==> src/logic/rv_fetch_pkg.sv <==
`default_nettype none

package rv_fetch_pkg;

localparam int XLEN = 32;
localparam int PARCEL_W = 16;

// One tagged instruction, as handed to decode
typedef struct packed {
	logic [XLEN-1:0] pc;
	logic [XLEN-1:0] instr;
	logic            is_32bit;
	logic            invalid;
} fetch_entry_t;

// Compressed operations recognized
typedef enum logic [4:0] {
	C_ADDI4SPN,
	C_LW,
	C_SW,
	C_ADDI,
	C_JAL,
	C_J,
	C_LI,
	C_LUI_ADDI16SP,
	C_SRLI,
	C_SRAI,
	C_ANDI,
	C_SUB,
	C_XOR,
	C_OR,
	C_AND,
	C_SLLI,
	C_LWSP,
	C_SWSP,
	C_JR_MV,
	C_JALR_ADD,
	C_BEQZ,
	C_BNEZ,
	C_ILLEGAL
} rvc_op_e;

// RVC quadrants, instr[1:0]
localparam logic [1:0] RVC_Q0 = 2'b00;
localparam logic [1:0] RVC_Q1 = 2'b01;
localparam logic [1:0] RVC_Q2 = 2'b10;

localparam logic [4:0] REG_ZERO = 5'd0;
localparam logic [4:0] REG_RA   = 5'd1;
localparam logic [4:0] REG_SP   = 5'd2;

// Major opcodes
localparam logic [6:0] OPC_OP     = 7'b0110011;
localparam logic [6:0] OPC_OP_IMM = 7'b0010011;
localparam logic [6:0] OPC_LOAD   = 7'b0000011;
localparam logic [6:0] OPC_STORE  = 7'b0100011;
localparam logic [6:0] OPC_LUI    = 7'b0110111;
localparam logic [6:0] OPC_JAL    = 7'b1101111;
localparam logic [6:0] OPC_JALR   = 7'b1100111;
localparam logic [6:0] OPC_BRANCH = 7'b1100011;

localparam logic [2:0] F3_ADD_SUB = 3'b000;
localparam logic [2:0] F3_SLL     = 3'b001;
localparam logic [2:0] F3_XOR     = 3'b100;
localparam logic [2:0] F3_SRL_SRA = 3'b101;
localparam logic [2:0] F3_OR      = 3'b110;
localparam logic [2:0] F3_AND     = 3'b111;
localparam logic [2:0] F3_LW      = 3'b010;
localparam logic [2:0] F3_SW      = 3'b010;
localparam logic [2:0] F3_BEQ     = 3'b000;
localparam logic [2:0] F3_BNE     = 3'b001;
localparam logic [2:0] F3_JALR    = 3'b000;

localparam logic [6:0] F7_BASE = 7'b0000000;
localparam logic [6:0] F7_ALT  = 7'b0100000; // SUB, SRAI

// Field positions
localparam int RD_LSB     = 7;
localparam int FUNCT3_LSB = 12;
localparam int RS1_LSB    = 15;
localparam int RS2_LSB    = 20;
localparam int FUNCT7_LSB = 25;

endpackage

`default_nettype wire

==> src/logic/instr_stream_if.sv <==
`timescale 1ns/1ps
`default_nettype none

interface instr_stream_if import rv_fetch_pkg::*; ();

logic            valid;
logic            ready;
logic [XLEN-1:0] pc;
logic [XLEN-1:0] instr;
logic            is_32bit;
logic            invalid;

modport source (
	output valid, pc, instr, is_32bit, invalid,
	input  ready
);

modport sink (
	input  valid, pc, instr, is_32bit, invalid,
	output ready
);

endinterface

`default_nettype wire

==> src/logic/fetch_word_buffer.sv <==
`timescale 1ns/1ps
`default_nettype none

module fetch_word_buffer import rv_fetch_pkg::*; #(
	parameter int FETCH_DEPTH = 2
) (
	input  logic            clk,
	input  logic            reset,
	input  logic            mem_valid,
	input  logic [XLEN-1:0] mem_data,
	output logic            mem_credit,
	output logic            word_valid,
	output logic [XLEN-1:0] word_data,
	input  logic            word_ready
);

localparam int PTR_W = (FETCH_DEPTH > 1) ? $clog2(FETCH_DEPTH) : 1;
localparam int CNT_W = $clog2(FETCH_DEPTH + 1);

logic [XLEN-1:0]  words [FETCH_DEPTH];
logic [PTR_W-1:0] wr_ptr;
logic [PTR_W-1:0] rd_ptr;
logic [CNT_W-1:0] count;
logic             pop;

function automatic logic [PTR_W-1:0] ptr_inc(input logic [PTR_W-1:0] p);
	if (p == PTR_W'(FETCH_DEPTH - 1))
		return '0;
	return p + 1'b1;
endfunction

assign word_valid = count != '0;
assign word_data = words[rd_ptr];
assign pop = word_valid && word_ready;

always_ff @(posedge clk) begin
	if (mem_valid)
		words[wr_ptr] <= mem_data;
end

always_ff @(posedge clk) begin
	if (reset) begin
		wr_ptr <= '0;
		rd_ptr <= '0;
		count <= '0;
		mem_credit <= 1'b0;
	end else begin
		mem_credit <= pop; // One credit back per word consumed
		if (mem_valid)
			wr_ptr <= ptr_inc(wr_ptr);
		if (pop)
			rd_ptr <= ptr_inc(rd_ptr);
		case ({mem_valid, pop})
			2'b10: count <= count + 1'b1;
			2'b01: count <= count - 1'b1;
			default: ;
		endcase
	end
end

// Sender must hold a credit, so a full buffer never sees a new word
a_no_overrun: assert property (@(posedge clk) disable iff (reset)
	mem_valid |-> count < CNT_W'(FETCH_DEPTH));

endmodule

`default_nettype wire

==> src/logic/instr_aligner.sv <==
`timescale 1ns/1ps
`default_nettype none

module instr_aligner import rv_fetch_pkg::*; #(
	parameter bit              HAS_C    = 1'b1,
	parameter logic [XLEN-1:0] RESET_PC = '0
) (
	input  logic            clk,
	input  logic            reset,
	input  logic            word_valid,
	input  logic [XLEN-1:0] word_data,
	output logic            word_ready,
	instr_stream_if.source  align_if
);

logic                residue_valid;
logic [PARCEL_W-1:0] residue;
logic [XLEN-1:0]     pc;
logic [PARCEL_W-1:0] parcel;
logic                nxt_is_32bit;
logic [XLEN-1:0]     nxt_instr;
logic                need_word;
logic                out_free;
logic                fire;

// Oldest unconsumed parcel
assign parcel = residue_valid ? residue : word_data[PARCEL_W-1:0];

// Length decision for the whole front end
assign nxt_is_32bit = !HAS_C || (parcel[1:0] == 2'b11);

// A lone 16-bit residue can leave without a new word
assign need_word = !residue_valid || nxt_is_32bit;

assign out_free = !align_if.valid || align_if.ready;
assign fire = out_free && (word_valid || !need_word);
assign word_ready = out_free && need_word;

assign align_if.invalid = 1'b0;

always_comb begin
	if (!nxt_is_32bit)
		nxt_instr = {{(XLEN - PARCEL_W){1'b0}}, parcel};
	else if (residue_valid)
		nxt_instr = {word_data[PARCEL_W-1:0], residue}; // Straddles two words
	else
		nxt_instr = word_data;
end

always_ff @(posedge clk) begin
	if (word_valid && word_ready)
		residue <= word_data[XLEN-1:PARCEL_W];
end

always_ff @(posedge clk) begin
	if (fire) begin
		align_if.pc <= pc;
		align_if.instr <= nxt_instr;
		align_if.is_32bit <= nxt_is_32bit;
	end
end

always_ff @(posedge clk) begin
	if (reset) begin
		residue_valid <= 1'b0;
		pc <= RESET_PC;
		align_if.valid <= 1'b0;
	end else begin
		if (out_free)
			align_if.valid <= fire;
		if (fire) begin
			pc <= pc + (nxt_is_32bit ? XLEN'(4) : XLEN'(2));
			// Upper half stays behind unless a full word went out
			residue_valid <= need_word && (residue_valid || !nxt_is_32bit);
		end
	end
end

a_pc_even: assert property (@(posedge clk) disable iff (reset)
	align_if.valid |-> !align_if.pc[0]);

endmodule

`default_nettype wire

==> src/logic/instr_decompress.sv <==
`timescale 1ns/1ps
`default_nettype none

module instr_decompress import rv_fetch_pkg::*; #(
	parameter bit HAS_C = 1'b1
) (
	instr_stream_if.sink   align_if,
	instr_stream_if.source expand_if
);

logic [PARCEL_W-1:0] c;
rvc_op_e             op;
logic [4:0]          rd_l;
logic [4:0]          rs2_l;
logic [4:0]          rs1_s;
logic [4:0]          rs2_s;
logic [11:0]         imm_ci;
logic [11:0]         imm_mem;
logic [12:0]         imm_cb;
logic [20:0]         imm_cj;
logic [XLEN-1:0]     rvc_instr;
logic                rvc_invalid;
logic                expand;

function automatic logic [XLEN-1:0] enc_r(
	input logic [6:0] f7,
	input logic [4:0] rs2,
	input logic [4:0] rs1,
	input logic [2:0] f3,
	input logic [4:0] rd,
	input logic [6:0] opc
);
	logic [XLEN-1:0] r;
	r = '0;
	r[6:0] = opc;
	r[RD_LSB +: 5] = rd;
	r[FUNCT3_LSB +: 3] = f3;
	r[RS1_LSB +: 5] = rs1;
	r[RS2_LSB +: 5] = rs2;
	r[FUNCT7_LSB +: 7] = f7;
	return r;
endfunction

// I-type shares the R layout, imm over funct7 and rs2
function automatic logic [XLEN-1:0] enc_i(
	input logic [11:0] imm,
	input logic [4:0]  rs1,
	input logic [2:0]  f3,
	input logic [4:0]  rd,
	input logic [6:0]  opc
);
	return enc_r(imm[11:5], imm[4:0], rs1, f3, rd, opc);
endfunction

assign c = align_if.instr[PARCEL_W-1:0];

assign rd_l  = c[11:7]; // Also rs1 of CR/CI
assign rs2_l = c[6:2];
assign rs1_s = {2'b01, c[9:7]};
assign rs2_s = {2'b01, c[4:2]}; // Also rd' of CIW/CL

assign imm_ci  = {{7{c[12]}}, c[6:2]};
assign imm_mem = {5'b0, c[5], c[12:10], c[6], 2'b00};
assign imm_cb  = {{5{c[12]}}, c[6:5], c[2], c[11:10], c[4:3], 1'b0};
assign imm_cj  = {{10{c[12]}}, c[8], c[10:9], c[6], c[7], c[2], c[11], c[5:3], 1'b0};

always_comb begin
	op = C_ILLEGAL;
	if (c != '0) begin
		case (c[1:0])
			RVC_Q0: begin
				case (c[15:13])
					3'b000: op = C_ADDI4SPN;
					3'b010: op = C_LW;
					3'b110: op = C_SW;
					default: ;
				endcase
			end
			RVC_Q1: begin
				case (c[15:13])
					3'b000: op = C_ADDI;
					3'b001: op = C_JAL;
					3'b010: op = C_LI;
					3'b011: op = C_LUI_ADDI16SP;
					3'b100: begin
						case (c[11:10])
							2'b00: op = c[12] ? C_ILLEGAL : C_SRLI;
							2'b01: op = c[12] ? C_ILLEGAL : C_SRAI;
							2'b10: op = C_ANDI;
							default: begin
								if (!c[12]) begin
									case (c[6:5])
										2'b00: op = C_SUB;
										2'b01: op = C_XOR;
										2'b10: op = C_OR;
										default: op = C_AND;
									endcase
								end
							end
						endcase
					end
					3'b101: op = C_J;
					3'b110: op = C_BEQZ;
					default: op = C_BNEZ;
				endcase
			end
			RVC_Q2: begin
				case (c[15:13])
					3'b000: op = c[12] ? C_ILLEGAL : C_SLLI; // shamt[5] reserved on RV32
					3'b010: op = C_LWSP;
					3'b100: op = c[12] ? C_JALR_ADD : C_JR_MV;
					3'b110: op = C_SWSP;
					default: ;
				endcase
			end
			default: ;
		endcase
	end
end

always_comb begin
	rvc_instr = '0;
	rvc_invalid = 1'b0;
	case (op)
		C_ADDI4SPN: rvc_instr = enc_i({2'b0, c[10:7], c[12:11], c[5], c[6], 2'b00},
			REG_SP, F3_ADD_SUB, rs2_s, OPC_OP_IMM);
		C_LW: rvc_instr = enc_i(imm_mem, rs1_s, F3_LW, rs2_s, OPC_LOAD);
		C_SW: rvc_instr = enc_r(imm_mem[11:5], rs2_s, rs1_s, F3_SW, imm_mem[4:0], OPC_STORE);
		C_ADDI: rvc_instr = enc_i(imm_ci, rd_l, F3_ADD_SUB, rd_l, OPC_OP_IMM);
		C_JAL: rvc_instr = {imm_cj[20], imm_cj[10:1], imm_cj[11], imm_cj[19:12], REG_RA, OPC_JAL};
		C_J: rvc_instr = {imm_cj[20], imm_cj[10:1], imm_cj[11], imm_cj[19:12], REG_ZERO, OPC_JAL};
		C_LI: rvc_instr = enc_i(imm_ci, REG_ZERO, F3_ADD_SUB, rd_l, OPC_OP_IMM);
		C_LUI_ADDI16SP: begin
			if (rd_l == REG_SP)
				rvc_instr = enc_i({{3{c[12]}}, c[4:3], c[5], c[2], c[6], 4'b0},
					REG_SP, F3_ADD_SUB, REG_SP, OPC_OP_IMM);
			else
				rvc_instr = {{14{c[12]}}, c[12], c[6:2], rd_l, OPC_LUI};
			rvc_invalid = {c[12], c[6:2]} == 6'h0; // Zero immediate reserved
		end
		C_SRLI: rvc_instr = enc_r(F7_BASE, c[6:2], rs1_s, F3_SRL_SRA, rs1_s, OPC_OP_IMM);
		C_SRAI: rvc_instr = enc_r(F7_ALT, c[6:2], rs1_s, F3_SRL_SRA, rs1_s, OPC_OP_IMM);
		C_ANDI: rvc_instr = enc_i(imm_ci, rs1_s, F3_AND, rs1_s, OPC_OP_IMM);
		C_SUB: rvc_instr = enc_r(F7_ALT, rs2_s, rs1_s, F3_ADD_SUB, rs1_s, OPC_OP);
		C_XOR: rvc_instr = enc_r(F7_BASE, rs2_s, rs1_s, F3_XOR, rs1_s, OPC_OP);
		C_OR: rvc_instr = enc_r(F7_BASE, rs2_s, rs1_s, F3_OR, rs1_s, OPC_OP);
		C_AND: rvc_instr = enc_r(F7_BASE, rs2_s, rs1_s, F3_AND, rs1_s, OPC_OP);
		C_SLLI: rvc_instr = enc_r(F7_BASE, c[6:2], rd_l, F3_SLL, rd_l, OPC_OP_IMM);
		C_LWSP: rvc_instr = enc_i({4'b0, c[3:2], c[12], c[6:4], 2'b00},
			REG_SP, F3_LW, rd_l, OPC_LOAD);
		C_SWSP: rvc_instr = enc_r({4'b0, c[8:7], c[12]}, rs2_l, REG_SP, F3_SW,
			{c[11:9], 2'b00}, OPC_STORE);
		C_JR_MV: begin
			if (rs2_l == REG_ZERO) begin
				rvc_instr = enc_i(12'h0, rd_l, F3_JALR, REG_ZERO, OPC_JALR);
				rvc_invalid = rd_l == REG_ZERO; // JR x0 reserved
			end else begin
				rvc_instr = enc_r(F7_BASE, rs2_l, REG_ZERO, F3_ADD_SUB, rd_l, OPC_OP);
			end
		end
		C_JALR_ADD: begin
			if (rs2_l == REG_ZERO) begin
				rvc_instr = enc_i(12'h0, rd_l, F3_JALR, REG_RA, OPC_JALR);
				rvc_invalid = rd_l == REG_ZERO; // C.EBREAK not supported
			end else begin
				rvc_instr = enc_r(F7_BASE, rs2_l, rd_l, F3_ADD_SUB, rd_l, OPC_OP);
			end
		end
		C_BEQZ: rvc_instr = enc_r({imm_cb[12], imm_cb[10:5]}, REG_ZERO, rs1_s, F3_BEQ,
			{imm_cb[4:1], imm_cb[11]}, OPC_BRANCH);
		C_BNEZ: rvc_instr = enc_r({imm_cb[12], imm_cb[10:5]}, REG_ZERO, rs1_s, F3_BNE,
			{imm_cb[4:1], imm_cb[11]}, OPC_BRANCH);
		default: rvc_invalid = 1'b1;
	endcase
end

assign expand = HAS_C && !align_if.is_32bit;

assign expand_if.valid = align_if.valid;
assign align_if.ready = expand_if.ready;
assign expand_if.pc = align_if.pc;
assign expand_if.is_32bit = align_if.is_32bit;
assign expand_if.instr = expand ? rvc_instr : align_if.instr;
assign expand_if.invalid = align_if.invalid || (expand && rvc_invalid);

endmodule

`default_nettype wire

==> src/logic/decode_credit_queue.sv <==
`timescale 1ns/1ps
`default_nettype none

module decode_credit_queue import rv_fetch_pkg::*; #(
	parameter int QUEUE_DEPTH = 4,
	parameter int DEC_CREDITS = 4
) (
	input  logic         clk,
	input  logic         reset,
	instr_stream_if.sink expand_if,
	input  logic         dec_credit,
	output logic         out_valid,
	output fetch_entry_t out_entry
);

localparam int PTR_W = (QUEUE_DEPTH > 1) ? $clog2(QUEUE_DEPTH) : 1;
localparam int CNT_W = $clog2(QUEUE_DEPTH + 1);
localparam int CRD_W = $clog2(DEC_CREDITS + 1);

fetch_entry_t     entries [QUEUE_DEPTH];
logic [PTR_W-1:0] wr_ptr;
logic [PTR_W-1:0] rd_ptr;
logic [CNT_W-1:0] count;
logic [CRD_W-1:0] credits;
logic             push;

function automatic logic [PTR_W-1:0] ptr_inc(input logic [PTR_W-1:0] p);
	if (p == PTR_W'(QUEUE_DEPTH - 1))
		return '0;
	return p + 1'b1;
endfunction

assign expand_if.ready = count != CNT_W'(QUEUE_DEPTH);
assign push = expand_if.valid && expand_if.ready;

// Send only with space reserved downstream
assign out_valid = (count != '0) && (credits != '0);
assign out_entry = entries[rd_ptr];

always_ff @(posedge clk) begin
	if (push)
		entries[wr_ptr] <= '{pc: expand_if.pc, instr: expand_if.instr,
			is_32bit: expand_if.is_32bit, invalid: expand_if.invalid};
end

always_ff @(posedge clk) begin
	if (reset) begin
		wr_ptr <= '0;
		rd_ptr <= '0;
		count <= '0;
		credits <= CRD_W'(DEC_CREDITS);
	end else begin
		if (push)
			wr_ptr <= ptr_inc(wr_ptr);
		if (out_valid)
			rd_ptr <= ptr_inc(rd_ptr);
		case ({push, out_valid})
			2'b10: count <= count + 1'b1;
			2'b01: count <= count - 1'b1;
			default: ;
		endcase
		case ({out_valid, dec_credit})
			2'b10: credits <= credits - 1'b1;
			2'b01: credits <= credits + 1'b1;
			default: ;
		endcase
	end
end

// Decode never returns more than it was given
a_credit_bound: assert property (@(posedge clk) disable iff (reset)
	credits <= CRD_W'(DEC_CREDITS));

endmodule

`default_nettype wire

==> src/logic/fetch_frontend.sv <==
`timescale 1ns/1ps
`default_nettype none

module fetch_frontend import rv_fetch_pkg::*; #(
	parameter int              FETCH_DEPTH = 2,
	parameter int              QUEUE_DEPTH = 4,
	parameter int              DEC_CREDITS = 4,
	parameter bit              HAS_C       = 1'b1,
	parameter logic [XLEN-1:0] RESET_PC    = 32'h0000_0000
) (
	input  logic            clk,
	input  logic            reset,
	input  logic            mem_valid,
	input  logic [XLEN-1:0] mem_data,
	output logic            mem_credit,
	output logic            out_valid,
	output logic [XLEN-1:0] out_pc,
	output logic [XLEN-1:0] out_instr,
	output logic            out_is_32bit,
	output logic            out_invalid,
	input  logic            dec_credit
);

logic            word_valid;
logic            word_ready;
logic [XLEN-1:0] word_data;
fetch_entry_t    out_entry;

instr_stream_if align_if ();
instr_stream_if expand_if ();

fetch_word_buffer #(
	.FETCH_DEPTH (FETCH_DEPTH)
) u_buffer (
	.clk        (clk),
	.reset      (reset),
	.mem_valid  (mem_valid),
	.mem_data   (mem_data),
	.mem_credit (mem_credit),
	.word_valid (word_valid),
	.word_data  (word_data),
	.word_ready (word_ready)
);

instr_aligner #(
	.HAS_C    (HAS_C),
	.RESET_PC (RESET_PC)
) u_aligner (
	.clk        (clk),
	.reset      (reset),
	.word_valid (word_valid),
	.word_data  (word_data),
	.word_ready (word_ready),
	.align_if   (align_if.source)
);

instr_decompress #(
	.HAS_C (HAS_C)
) u_decompress (
	.align_if  (align_if.sink),
	.expand_if (expand_if.source)
);

decode_credit_queue #(
	.QUEUE_DEPTH (QUEUE_DEPTH),
	.DEC_CREDITS (DEC_CREDITS)
) u_queue (
	.clk        (clk),
	.reset      (reset),
	.expand_if  (expand_if.sink),
	.dec_credit (dec_credit),
	.out_valid  (out_valid),
	.out_entry  (out_entry)
);

assign out_pc = out_entry.pc;
assign out_instr = out_entry.instr;
assign out_is_32bit = out_entry.is_32bit;
assign out_invalid = out_entry.invalid;

endmodule

`default_nettype wire

==> config.mk <==
export PLATFORM = sky130hd
export DESIGN_NAME = fetch_frontend
export DESIGN_NICKNAME = d
export VERILOG_FILES = /design/src/logic/rv_fetch_pkg.sv /design/src/logic/instr_stream_if.sv /design/src/logic/fetch_word_buffer.sv /design/src/logic/instr_aligner.sv /design/src/logic/instr_decompress.sv /design/src/logic/decode_credit_queue.sv /design/src/logic/fetch_frontend.sv
export SDC_FILE = /design/constraint.sdc
export NUM_CORES = 1
export LEC_CHECK = 0
export CAP_MARGIN = 15
export CORE_MARGIN = 4
export CORE_UTILIZATION = 46
export DETAILED_ROUTE_END_ITERATION = 16
export DONT_BUFFER_PORTS = 1
export PLACE_DENSITY = 0.73
export SLEW_MARGIN = 20
export SYNTH_ARGS = -nofsm -noshare
export SYNTH_HDL_FRONTEND = slang
export SYNTH_SLANG_ARGS = --single-unit
==> constraint.sdc <==
create_clock -name clk -period 7.1 [get_ports clk]
set_clock_uncertainty 0.2 [all_clocks]
set_input_delay 1.775 -clock clk [delete_from_list [all_inputs] [get_ports clk]]
set_output_delay 1.775 -clock clk [all_outputs]
set_load 0.005 [all_outputs]
==> impl_metrics.toml, run 1 <==
[outcome]
outcome = "completed"

[timing]
rsz0062_at_grt = "false"
min_period_over_period = 0.664
final_hold_viol_count = 0
max_freq_ghz = 0.212
max_slew_margin = 0.291
tightestPinTransition_ns = 1.06
slew_viol_final = 0
finalSetupViolations = 0
setup-tns-final_ns = 0
min_period_ns = 4.71

[floorplan]
rows = 73
die_x_microns = 209
io_pins = 104
die_h_microns = 209
start_util = 0.467
die-area_sq_um = 43700
core_area_sq_um = 39800

[cts]
clkLatencyLatePin_ns = 0.59
cts_tree = "built"
cts_resized = 0
htree_levels = 2
holdBufCountCts = 0
numCtsBuffers = 47
clockBufferDepth = 3
cts_setup_buffers = 0
cts_sinks = 455
clk_root_buffer_cell = "clkbuf_16"
clk_pin_slew_ns = 0.06

[drt]
drc = 0
drtAntennaViolNets = 0
viasPerCell = 5.68
detail_route.wl_per_cell_microns = 22.1
dr.pass1.iters = 7
routed_wl_mm = 37.8
via_count = 9701
drtIter0Drc = 715

[synth]
synth.avg_cell_area_sq_um = 16.4
synth_cell_type_count = 84
synth-async-reset-ratio = 0
synth_area_leader_cell = "edfxtp_1"
yosysSeqAreaShare = 0.707
synth_area_sq_um = 18600
synth_top_area_share = 0.652
synth.net_count = 1187
synth_edf_count = 404
yosys-top-cells-area = "edfxtp_1 (65%), mux4_2 (7.9%), dfxtp_1 (5.5%)"
ys_ff_latch = 455
synth_ff_type = "edfxtp_1"
yosys_warnings = 0
synthCells = 1134

[grt]
grt.total_usage = 0.175
antenna_found_initial = 0
grt_pass1_wl_mm = 59.9
grt_pass1_vias = 10100
overflow = 0
grt_max_degree = 66

[worst_setup_path]
reg2reg_to = "u_aligner.pc[29]$_SDFFE_PP0P_"
slowest_stage = "nand2_1"
end_kind = "register"
path_buf_inv = 3
cp_common_cell = "inv_1"
path_depth = 16
path_cells = "buf_4 -> mux2_2 -> mux2i_1 -> inv_1 -> nand2_1 -> ha_1 -> inv_1 -> fa_1 -> and3b_1 -> nand4_1 -> nor3_1 -> and3_1 -> nor2b_1 -> nand3_1 -> xor2_1 -> nor2_1"
cpPeakStageDelay_ns = 0.56
crit_type = "reg -> reg"
worstPathRequired_ns = 7.40
cp_top_family = "simple AND/OR/NAND/NOR gates"
r2r_slack_ns = 2.39
ff2ff_path_depth = 16
cp_max_fo = 32
critical_path.startpoint_type = "register"
cp.arrival_ns = 5.01

[power_and_ir_drop]
ir_drop_mv = 0.333
totalPowerFinal_mw = 9.98
power.density_nw_per_um2 = 482
p_leak_nw = 6.72

[worst_hold_path]
min-delay-start = "u_aligner.pc[31]$_SDFFE_PP0P_"
hold_class = "reg -> reg"
holdPathStages = 0
min_to = "u_aligner.align_if.pc[31]$_DFFE_PP_"

[finish]
area_growth_pct = 11.4
finalNonFillerCells = 1707
finalNetCount = 1196
drive_above_1_share = 0.195
fin_area_sq_um = 20700
n_antenna_cell = 0
multiInputGateArea_sq_um = 5110
seqCellArea_sq_um = 13200
post-route-util = 0.520
nFillCells = 3253

[placed_design]
gp_congestion = 0.896
dp.cells = 1618
place_area_sq_um = 19200
port_buffers = 0
hpwl_mm = 23.2

[run]
drv_cap = 0
==> worst max-delay path by stage <==
stage,endpoint
finish,u_aligner.pc[29]$_SDFFE_PP0P_
global route,u_aligner.pc[29]$_SDFFE_PP0P_
CTS,out_is_32bit
detailed placement,u_aligner.pc[29]$_SDFFE_PP0P_
global placement,u_aligner.pc[29]$_SDFFE_PP0P_
floorplan,u_aligner.pc[5]$_SDFFE_PP0P_
==> cell usage in the layout (no fill, tap or decap), types with 4 or more instances in the layout <==
cell,netlist,final
edfxtp_1,404,404
nor2_1,88,87
mux4_2,65,65
dfxtp_1,51,49
clkbuf_16,0,48
mux2_2,47,47
nand2_1,43,43
a21oi_1,38,38
inv_1,29,29
nand3_1,29,29
xor2_1,24,24
o21ai_0,23,23
mux2i_1,23,23
nor3_1,21,20
buf_4,4,17
xnor2_1,15,15
nor2b_1,14,14
ha_1,14,14
and3_1,15,11
o211ai_1,10,10
clkinv_1,0,10
a211oi_1,9,9
clkbuf_1,28,9
a31oi_1,8,8
clkinv_2,0,8
or3_1,6,6
and2_1,7,6
nand2b_1,6,6
o21ai_1,6,6
nor4_1,5,5
nand4_1,5,5
a32oi_1,4,4
and3_2,0,4
clkbuf_8,0,4
==> worst register-to-register path: stages, from the launching register on <==
cell and delay (ns):
dfxtp_1 0.30, buf_4 0.37, mux2_2 0.42, mux2i_1 0.13, inv_1 0.07, nand2_1 0.56
ha_1 0.29, inv_1 0.07, fa_1 0.40, and3b_1 0.24, nand4_1 0.12, nor3_1 0.53
and3_1 0.31, nor2b_1 0.26, nand3_1 0.12, xor2_1 0.15, nor2_1 0.11
==> state kept, by name, summed over array words and instances (netlist names), 2 cells and up, named ones only <==
| name | count |
|---|---|
| u_aligner.pc | 31 |
| u_queue.wr_ptr | 2 |
| u_queue.credits | 3 |
| u_aligner.align_if.instr | 32 |
| u_queue.entries | 260 |
| u_queue.rd_ptr | 2 |
| u_aligner.residue | 16 |
| u_aligner.align_if.pc | 31 |
| u_buffer.words | 64 |
| u_buffer.count | 2 |
| u_queue.count | 3 |
==> layer usage <==
metal,vias to the layer above,global-route usage,wire [microns]
met2,306,0.268,17200
met5,-,0,0
met1,4880,0.246,16800
met3,77,0.0473,2620
li1,4438,-,-
met4,0,0.0590,1160
==> logic make-up after synthesis <==
family,share of synthesized area
AO/OA/AOI/OAI,0.0544
XOR/XNOR,0.0184
adder cells (fa/ha/maj),0.0126
buffers and inverters,0.0192
flip-flops,0.707
multiplexers,0.120
other,0.000202
AND/OR/NAND/NOR,0.0687
==> synthesized netlist by cell type, types with 21 or more instances <==
cell type,number
mux2_2,47
o21ai_0,23
xor2_1,24
a21oi_1,38
mux2i_1,23
nand2_1,43
nand3_1,29
dfxtp_1,51
inv_1,29
nor2_1,88
edfxtp_1,404
nor3_1,21
mux4_2,65
clkbuf_1,28
==> through the flow <==
| stage | hold slack, ns | setup WS, ns |
|---|---|---|
| after detailed placement | 0.253 | 2.39 |
| after CTS | 0.267 | 2.22 |
| after floorplan | 0.228 | 2.15 |
| after global routing | 0.279 | 1.97 |
| final | 0.267 | 2.39 |
| after global placement | 0.251 | 2.47 |
==> cell type report <==
cell class / instances / area share
Sequential cell: 455 / 0.635
Multi-Input combinational cell: 592 / 0.247
Clock buffer: 61 / 0.0623
Tap cell: 525 / 0.0317
Clock inverter: 27 / 0.0119
Timing Repair Buffer: 18 / 0.00713
Inverter: 29 / 0.00525
==> where the power goes <==
group          leakage (nW)  internal, mW  switching (mW)  total (mW)
sequential             4.19          3.95           0.453        4.40
clock                 0.756          1.40           0.993        2.39
combinational          1.78          1.18            2.01        3.18
total                  6.72          6.52            3.45        9.98
No activity file was read; power rests on OpenSTA's default activity.
==> run 2: changes to the inputs <==
Clock period 7.1 ns to 4.8 ns, I/O delays scaled along.
==> impl_metrics.toml, run 2 (same netlist as run 1, synthesis figures left out) <==
[power_and_ir_drop]
power.density_nw_per_um2 = 711
ir_drop_mv = 0.598
p_leak_nw = 6.71
totalPowerFinal_mw = 14.7

[cts]
cts_sinks = 455
clk_root_buffer_cell = "clkbuf_16"
holdBufCountCts = 0
cts_setup_buffers = 0
cts_resized = 0
numCtsBuffers = 45
clkLatencyLatePin_ns = 0.56
cts_tree = "built"
htree_levels = 2
clockBufferDepth = 3
clk_pin_slew_ns = 0.06

[worst_hold_path]
min_to = "u_aligner.align_if.pc[31]$_DFFE_PP_"
min-delay-start = "u_aligner.pc[31]$_SDFFE_PP0P_"
hold_class = "reg -> reg"
holdPathStages = 0

[grt]
overflow = 0
antenna_found_initial = 0
grt.total_usage = 0.172
grt_max_degree = 66
grt_pass1_vias = 9823
grt_pass1_wl_mm = 59.0

[placed_design]
preCtsSetupSlack_ns = 0.836
hpwl_mm = 24.1
dp.cells = 1626
port_buffers = 0
gp_congestion = 0.927

[worst_setup_path]
reg2reg_to = "u_queue.entries[2][25]$_DFFE_PP_"
critical_path.startpoint_type = "register"
regToRegStartpoint = "u_aligner.align_if.instr[6]$_DFFE_PP_"
ff2ff_path_depth = 10
crit_path_start = "u_aligner.align_if.instr[6]$_DFFE_PP_"
worstPathRequired_ns = 4.86
crit_type = "reg -> reg"
cp_max_fo = 14
cp.arrival_ns = 4.06
r2r_slack_ns = 0.80
end_kind = "register"

[finish]
final_common_cell = "edfxtp_1"
n_antenna_cell = 0
most-common-layout-cells = "edfxtp_1 (404), nor2_1 (87), mux4_2 (65)"
top_register = "u_queue.entries"
nFillCells = 3214
largest_reg_flops = 260
area_growth_pct = 11.3
drive_above_1_share = 0.199
biggestRegsByFlops = "u_queue.entries x260, u_buffer.words x64, u_aligner.align_if.instr x32"
post-route-util = 0.520
finalNonFillerCells = 1709
finalNetCount = 1201

[timing]
max_slew_margin = 0.311
tightestPinTransition_ns = 1.03
finalWorstSetupSlack_ns = 0.805
finalSetupViolations = 0
max_freq_ghz = 0.250
slew_viol_final = 0
min_period_over_period = 0.832
rsz0062_at_grt = "false"
final_hold_viol_count = 0
setup-tns-final_ns = 0
min_period_ns = 4.00

[drt]
viasPerCell = 5.69
via_count = 9731
routed_wl_mm = 37.4
detail_route.wl_per_cell_microns = 21.9
drtAntennaViolNets = 0
dr.pass1.iters = 5
drtIter0Drc = 814
drc = 0

[floorplan]
rows = 73
core_area_sq_um = 39800
die_h_microns = 209
die_x_microns = 209
start_util = 0.467
io_pins = 104
die-area_sq_um = 43700

[outcome]
outcome = "completed"

[run]
drv_cap = 0
-- run 2: cell types whose count changed in the layout (fill, tap and decap cells not counted), moves of 2 or more --
cell / previous run / this run
buf_4: 17 / 23
clkinvlp_4: 0 / 3
clkinv_1: 10 / 4
clkbuf_1: 9 / 11
clkbuf_16: 48 / 46
-- run 2: how the worst max path moves through the flow --
stage	endpoint	cells past startpoint
5_1_grt	u_aligner.pc[29]$_SDFFE_PP0P_	14
3_3_place_gp	u_queue.entries[0][25]$_DFFE_PP_	8
2_1_floorplan	u_aligner.pc[29]$_SDFFE_PP0P_	17
6_report	u_queue.entries[2][25]$_DFFE_PP_	10
4_1_cts	u_aligner.pc[26]$_SDFFE_PP0P_	11
3_5_place_dp	u_aligner.pc[26]$_SDFFE_PP0P_	12
-- run 2: final cells by class --
type / count / area, sq um / area share
tap: 525 / 657 / 0.0317
multi-input combinational: 592 / 5110 / 0.247
clock inverter: 22 / 214 / 0.0103
inverter: 29 / 109 / 0.00526
clock buffer: 61 / 1250 / 0.0602
sequential: 455 / 13200 / 0.635
timing repair buffer: 25 / 213 / 0.0103
-- run 2: metrics by stage --
stage | area [sq um] | hold slack (ns)
floorplan | 18600 | 0.228
global placement | 19200 | 0.249
detailed placement | 19200 | 0.254
CTS | 20700 | 0.263
global route | 20700 | 0.274
finish | 20700 | 0.259
-- run 2: metal layers --
metal | track usage | vias up | part of all wire | wire length [microns]
li1 | - | 4444 | - | -
met1 | 0.249 | 4900 | 0.45 | 16700
met2 | 0.263 | 316 | 0.46 | 17300
met3 | 0.0395 | 71 | 0.067 | 2520
met4 | 0.0515 | 0 | 0.025 | 937
met5 | 0 | - | 0 | 0
-- run 2: power by group --
| group | leakage (nW) | total (mW) | switching [mW] | internal, mW |
|---|---|---|---|---|
| logic | 1.82 | 4.83 | 3.04 | 1.80 |
| clock network | 0.709 | 3.43 | 1.43 | 2.00 |
| registers | 4.19 | 6.46 | 0.625 | 5.84 |
| total | 6.71 | 14.7 | 5.09 | 9.63 |
-- run 2: critical path, cell delays in order, from the launching register on --
cell       delay, ns
edfxtp_1        0.51
inv_1           0.18
ha_1            0.23
nor2b_1         0.15
o211ai_1        0.11
a31oi_2         0.76
a21oi_1         0.48
o21ai_0         0.24
o21ai_1         0.08
a2111oi_0       0.60
a21oi_1         0.16
==> run 3: changes to the inputs <==
Clock period 4.8 ns to 4.1 ns, I/O delays scaled along.
==> impl_metrics.toml, run 3 (same netlist as run 1, synthesis figures left out) <==
[outcome]
outcome = "completed"

[finish]
area_growth_pct = 12.6
final_common_cell = "edfxtp_1"
finalNetCount = 1235
nFillCells = 3216
drive_above_1_share = 0.222
post-route-util = 0.526
most-common-layout-cells = "edfxtp_1 (404), nor2_1 (87), mux4_2 (65)"
n_antenna_cell = 0
largest_reg_flops = 260
biggestRegsByFlops = "u_queue.entries x260, u_buffer.words x64, u_aligner.align_if.instr x32"
top_register = "u_queue.entries"

[cts]
htree_levels = 2
numCtsBuffers = 45
cts_resized = 0
clkLatencyLatePin_ns = 0.57
cts_setup_buffers = 0
clockBufferDepth = 3
cts_tree = "built"
holdBufCountCts = 0
clk_root_buffer_cell = "clkbuf_16"
cts_sinks = 455
clk_pin_slew_ns = 0.06

[timing]
min_period_ns = 3.74
max_slew_margin = 0.375
finalSetupViolations = 0
final_hold_viol_count = 0
slew_viol_final = 0
tightestPinTransition_ns = 0.938
rsz0062_at_grt = "false"
fin_hold_ws_ns = 0.271
setup-tns-final_ns = 0
max_freq_ghz = 0.268
min_period_over_period = 0.912

[worst_setup_path]
reg2reg_to = "u_aligner.pc[31]$_SDFFE_PP0P_"
cp_max_fo = 4
ff2ff_path_depth = 16
critical_path.startpoint_type = "register"
worstPathRequired_ns = 4.35
cp.arrival_ns = 3.98
end_kind = "register"
r2r_slack_ns = 0.36
crit_type = "reg -> reg"

[drt]
via_count = 9895
drc = 0
drtAntennaViolNets = 0
drtIter0Drc = 840
routed_wl_mm = 38.0
viasPerCell = 5.68
dr.pass1.iters = 5
detail_route.wl_per_cell_microns = 21.8

[placed_design]
hpwl_mm = 25.1
port_buffers = 0
gp_congestion = 0.929

[worst_hold_path]
min_to = "u_aligner.align_if.pc[1]$_DFFE_PP_"
holdPathStages = 0
min-delay-start = "u_aligner.pc[1]$_SDFFE_PP0P_"
hold_class = "reg -> reg"

[floorplan]
die-area_sq_um = 43700
rows = 73
die_x_microns = 209
start_util = 0.467
io_pins = 104
core_area_sq_um = 39800
die_h_microns = 209

[power_and_ir_drop]
p_leak_nw = 6.89
ir_drop_mv = 0.415
power.density_nw_per_um2 = 838

[grt]
overflow = 0
grt_pass1_wl_mm = 59.8
grt_util_met2 = 0.270
top_usage_layer = "met2"
antenna_found_initial = 0
grt.total_usage = 0.174
met1_usage = 0.249
grt_pass1_vias = 9994
met3_usage = 0.0419
grt_max_degree = 62

[run]
drv_cap = 0
[run 3: cell count changes in the layout (fill, tap and decap cells not counted), sizes merged]
cell      delta
clkbuf       +1
bufinv       -1
buf         +34
clkinvlp     -1
inv          +1
[run 3: power breakdown]
group | total, mW | switching [mW] | internal, mW
logic | 6.11 | 3.74 | 2.37
clock network | 3.97 | 1.66 | 2.31
registers | 7.48 | 0.653 | 6.82
[run 3: worst max-delay path by stage]
stage / startpoint / cells past startpoint / to / slack, ns
finish: register / 16 / u_aligner.pc[31]$_SDFFE_PP0P_ / 0.36
detailed placement: register / 16 / u_aligner.pc[31]$_SDFFE_PP0P_ / 0.46
global placement: u_aligner.align_if.instr[1]$_DFFE_PP_ / 10 / u_queue.entries[2][25]$_DFFE_PP_ / 0.38
CTS: register / 16 / u_aligner.pc[31]$_SDFFE_PP0P_ / 0.30
global route: register / 16 / u_aligner.pc[31]$_SDFFE_PP0P_ / 0.14
floorplan: register / 17 / u_aligner.pc[29]$_SDFFE_PP0P_ / 0.13
[run 3: per-layer routing]
layer	up-vias	wire, microns
met5	-	0
met1	4959	16700
li1	4511	-
met3	75	2730
met2	350	17700
met4	0	948
[run 3: layout make-up]
class / count / area (sq um) / area share
clock buffers: 62 / 1270 / 0.0608
inverters: 29 / 109 / 0.00520
repair buffers: 59 / 468 / 0.0223
clock inverters: 21 / 174 / 0.00830
well taps: 525 / 657 / 0.0314
multi-input cells: 592 / 5110 / 0.244
flip-flops and latches: 455 / 13200 / 0.628
[run 3: metrics by stage]
| step | setup WS (ns) | std cells | area, sq um | power, mW |
|---|---|---|---|---|
| floorplan | 0.130 | 1134 | 18600 | 11.5 |
| global placement | 0.384 | 1660 | 19500 | 13.6 |
| detailed placement | 0.465 | 1660 | 19500 | 13.6 |
| CTS | 0.298 | 1743 | 20900 | 17.7 |
| global route | 0.137 | 1743 | 20900 | 18.5 |
| finish | 0.362 | 1743 | 20900 | 17.5 |
[run 3: critical path, stage by stage, from the launching register on]
cell     delay, ns
dfxtp_1       0.39
mux2_2        0.36
mux2i_1       0.14
inv_1         0.07
nand2_1       0.12
ha_1          0.19
inv_1         0.05
fa_1          0.41
and3b_1       0.22
nand4_1       0.14
nor3_1        0.28
buf_4         0.19
and3_1        0.23
nor2b_1       0.27
nand3_1       0.13
xor2_1        0.16
nor2_1        0.05
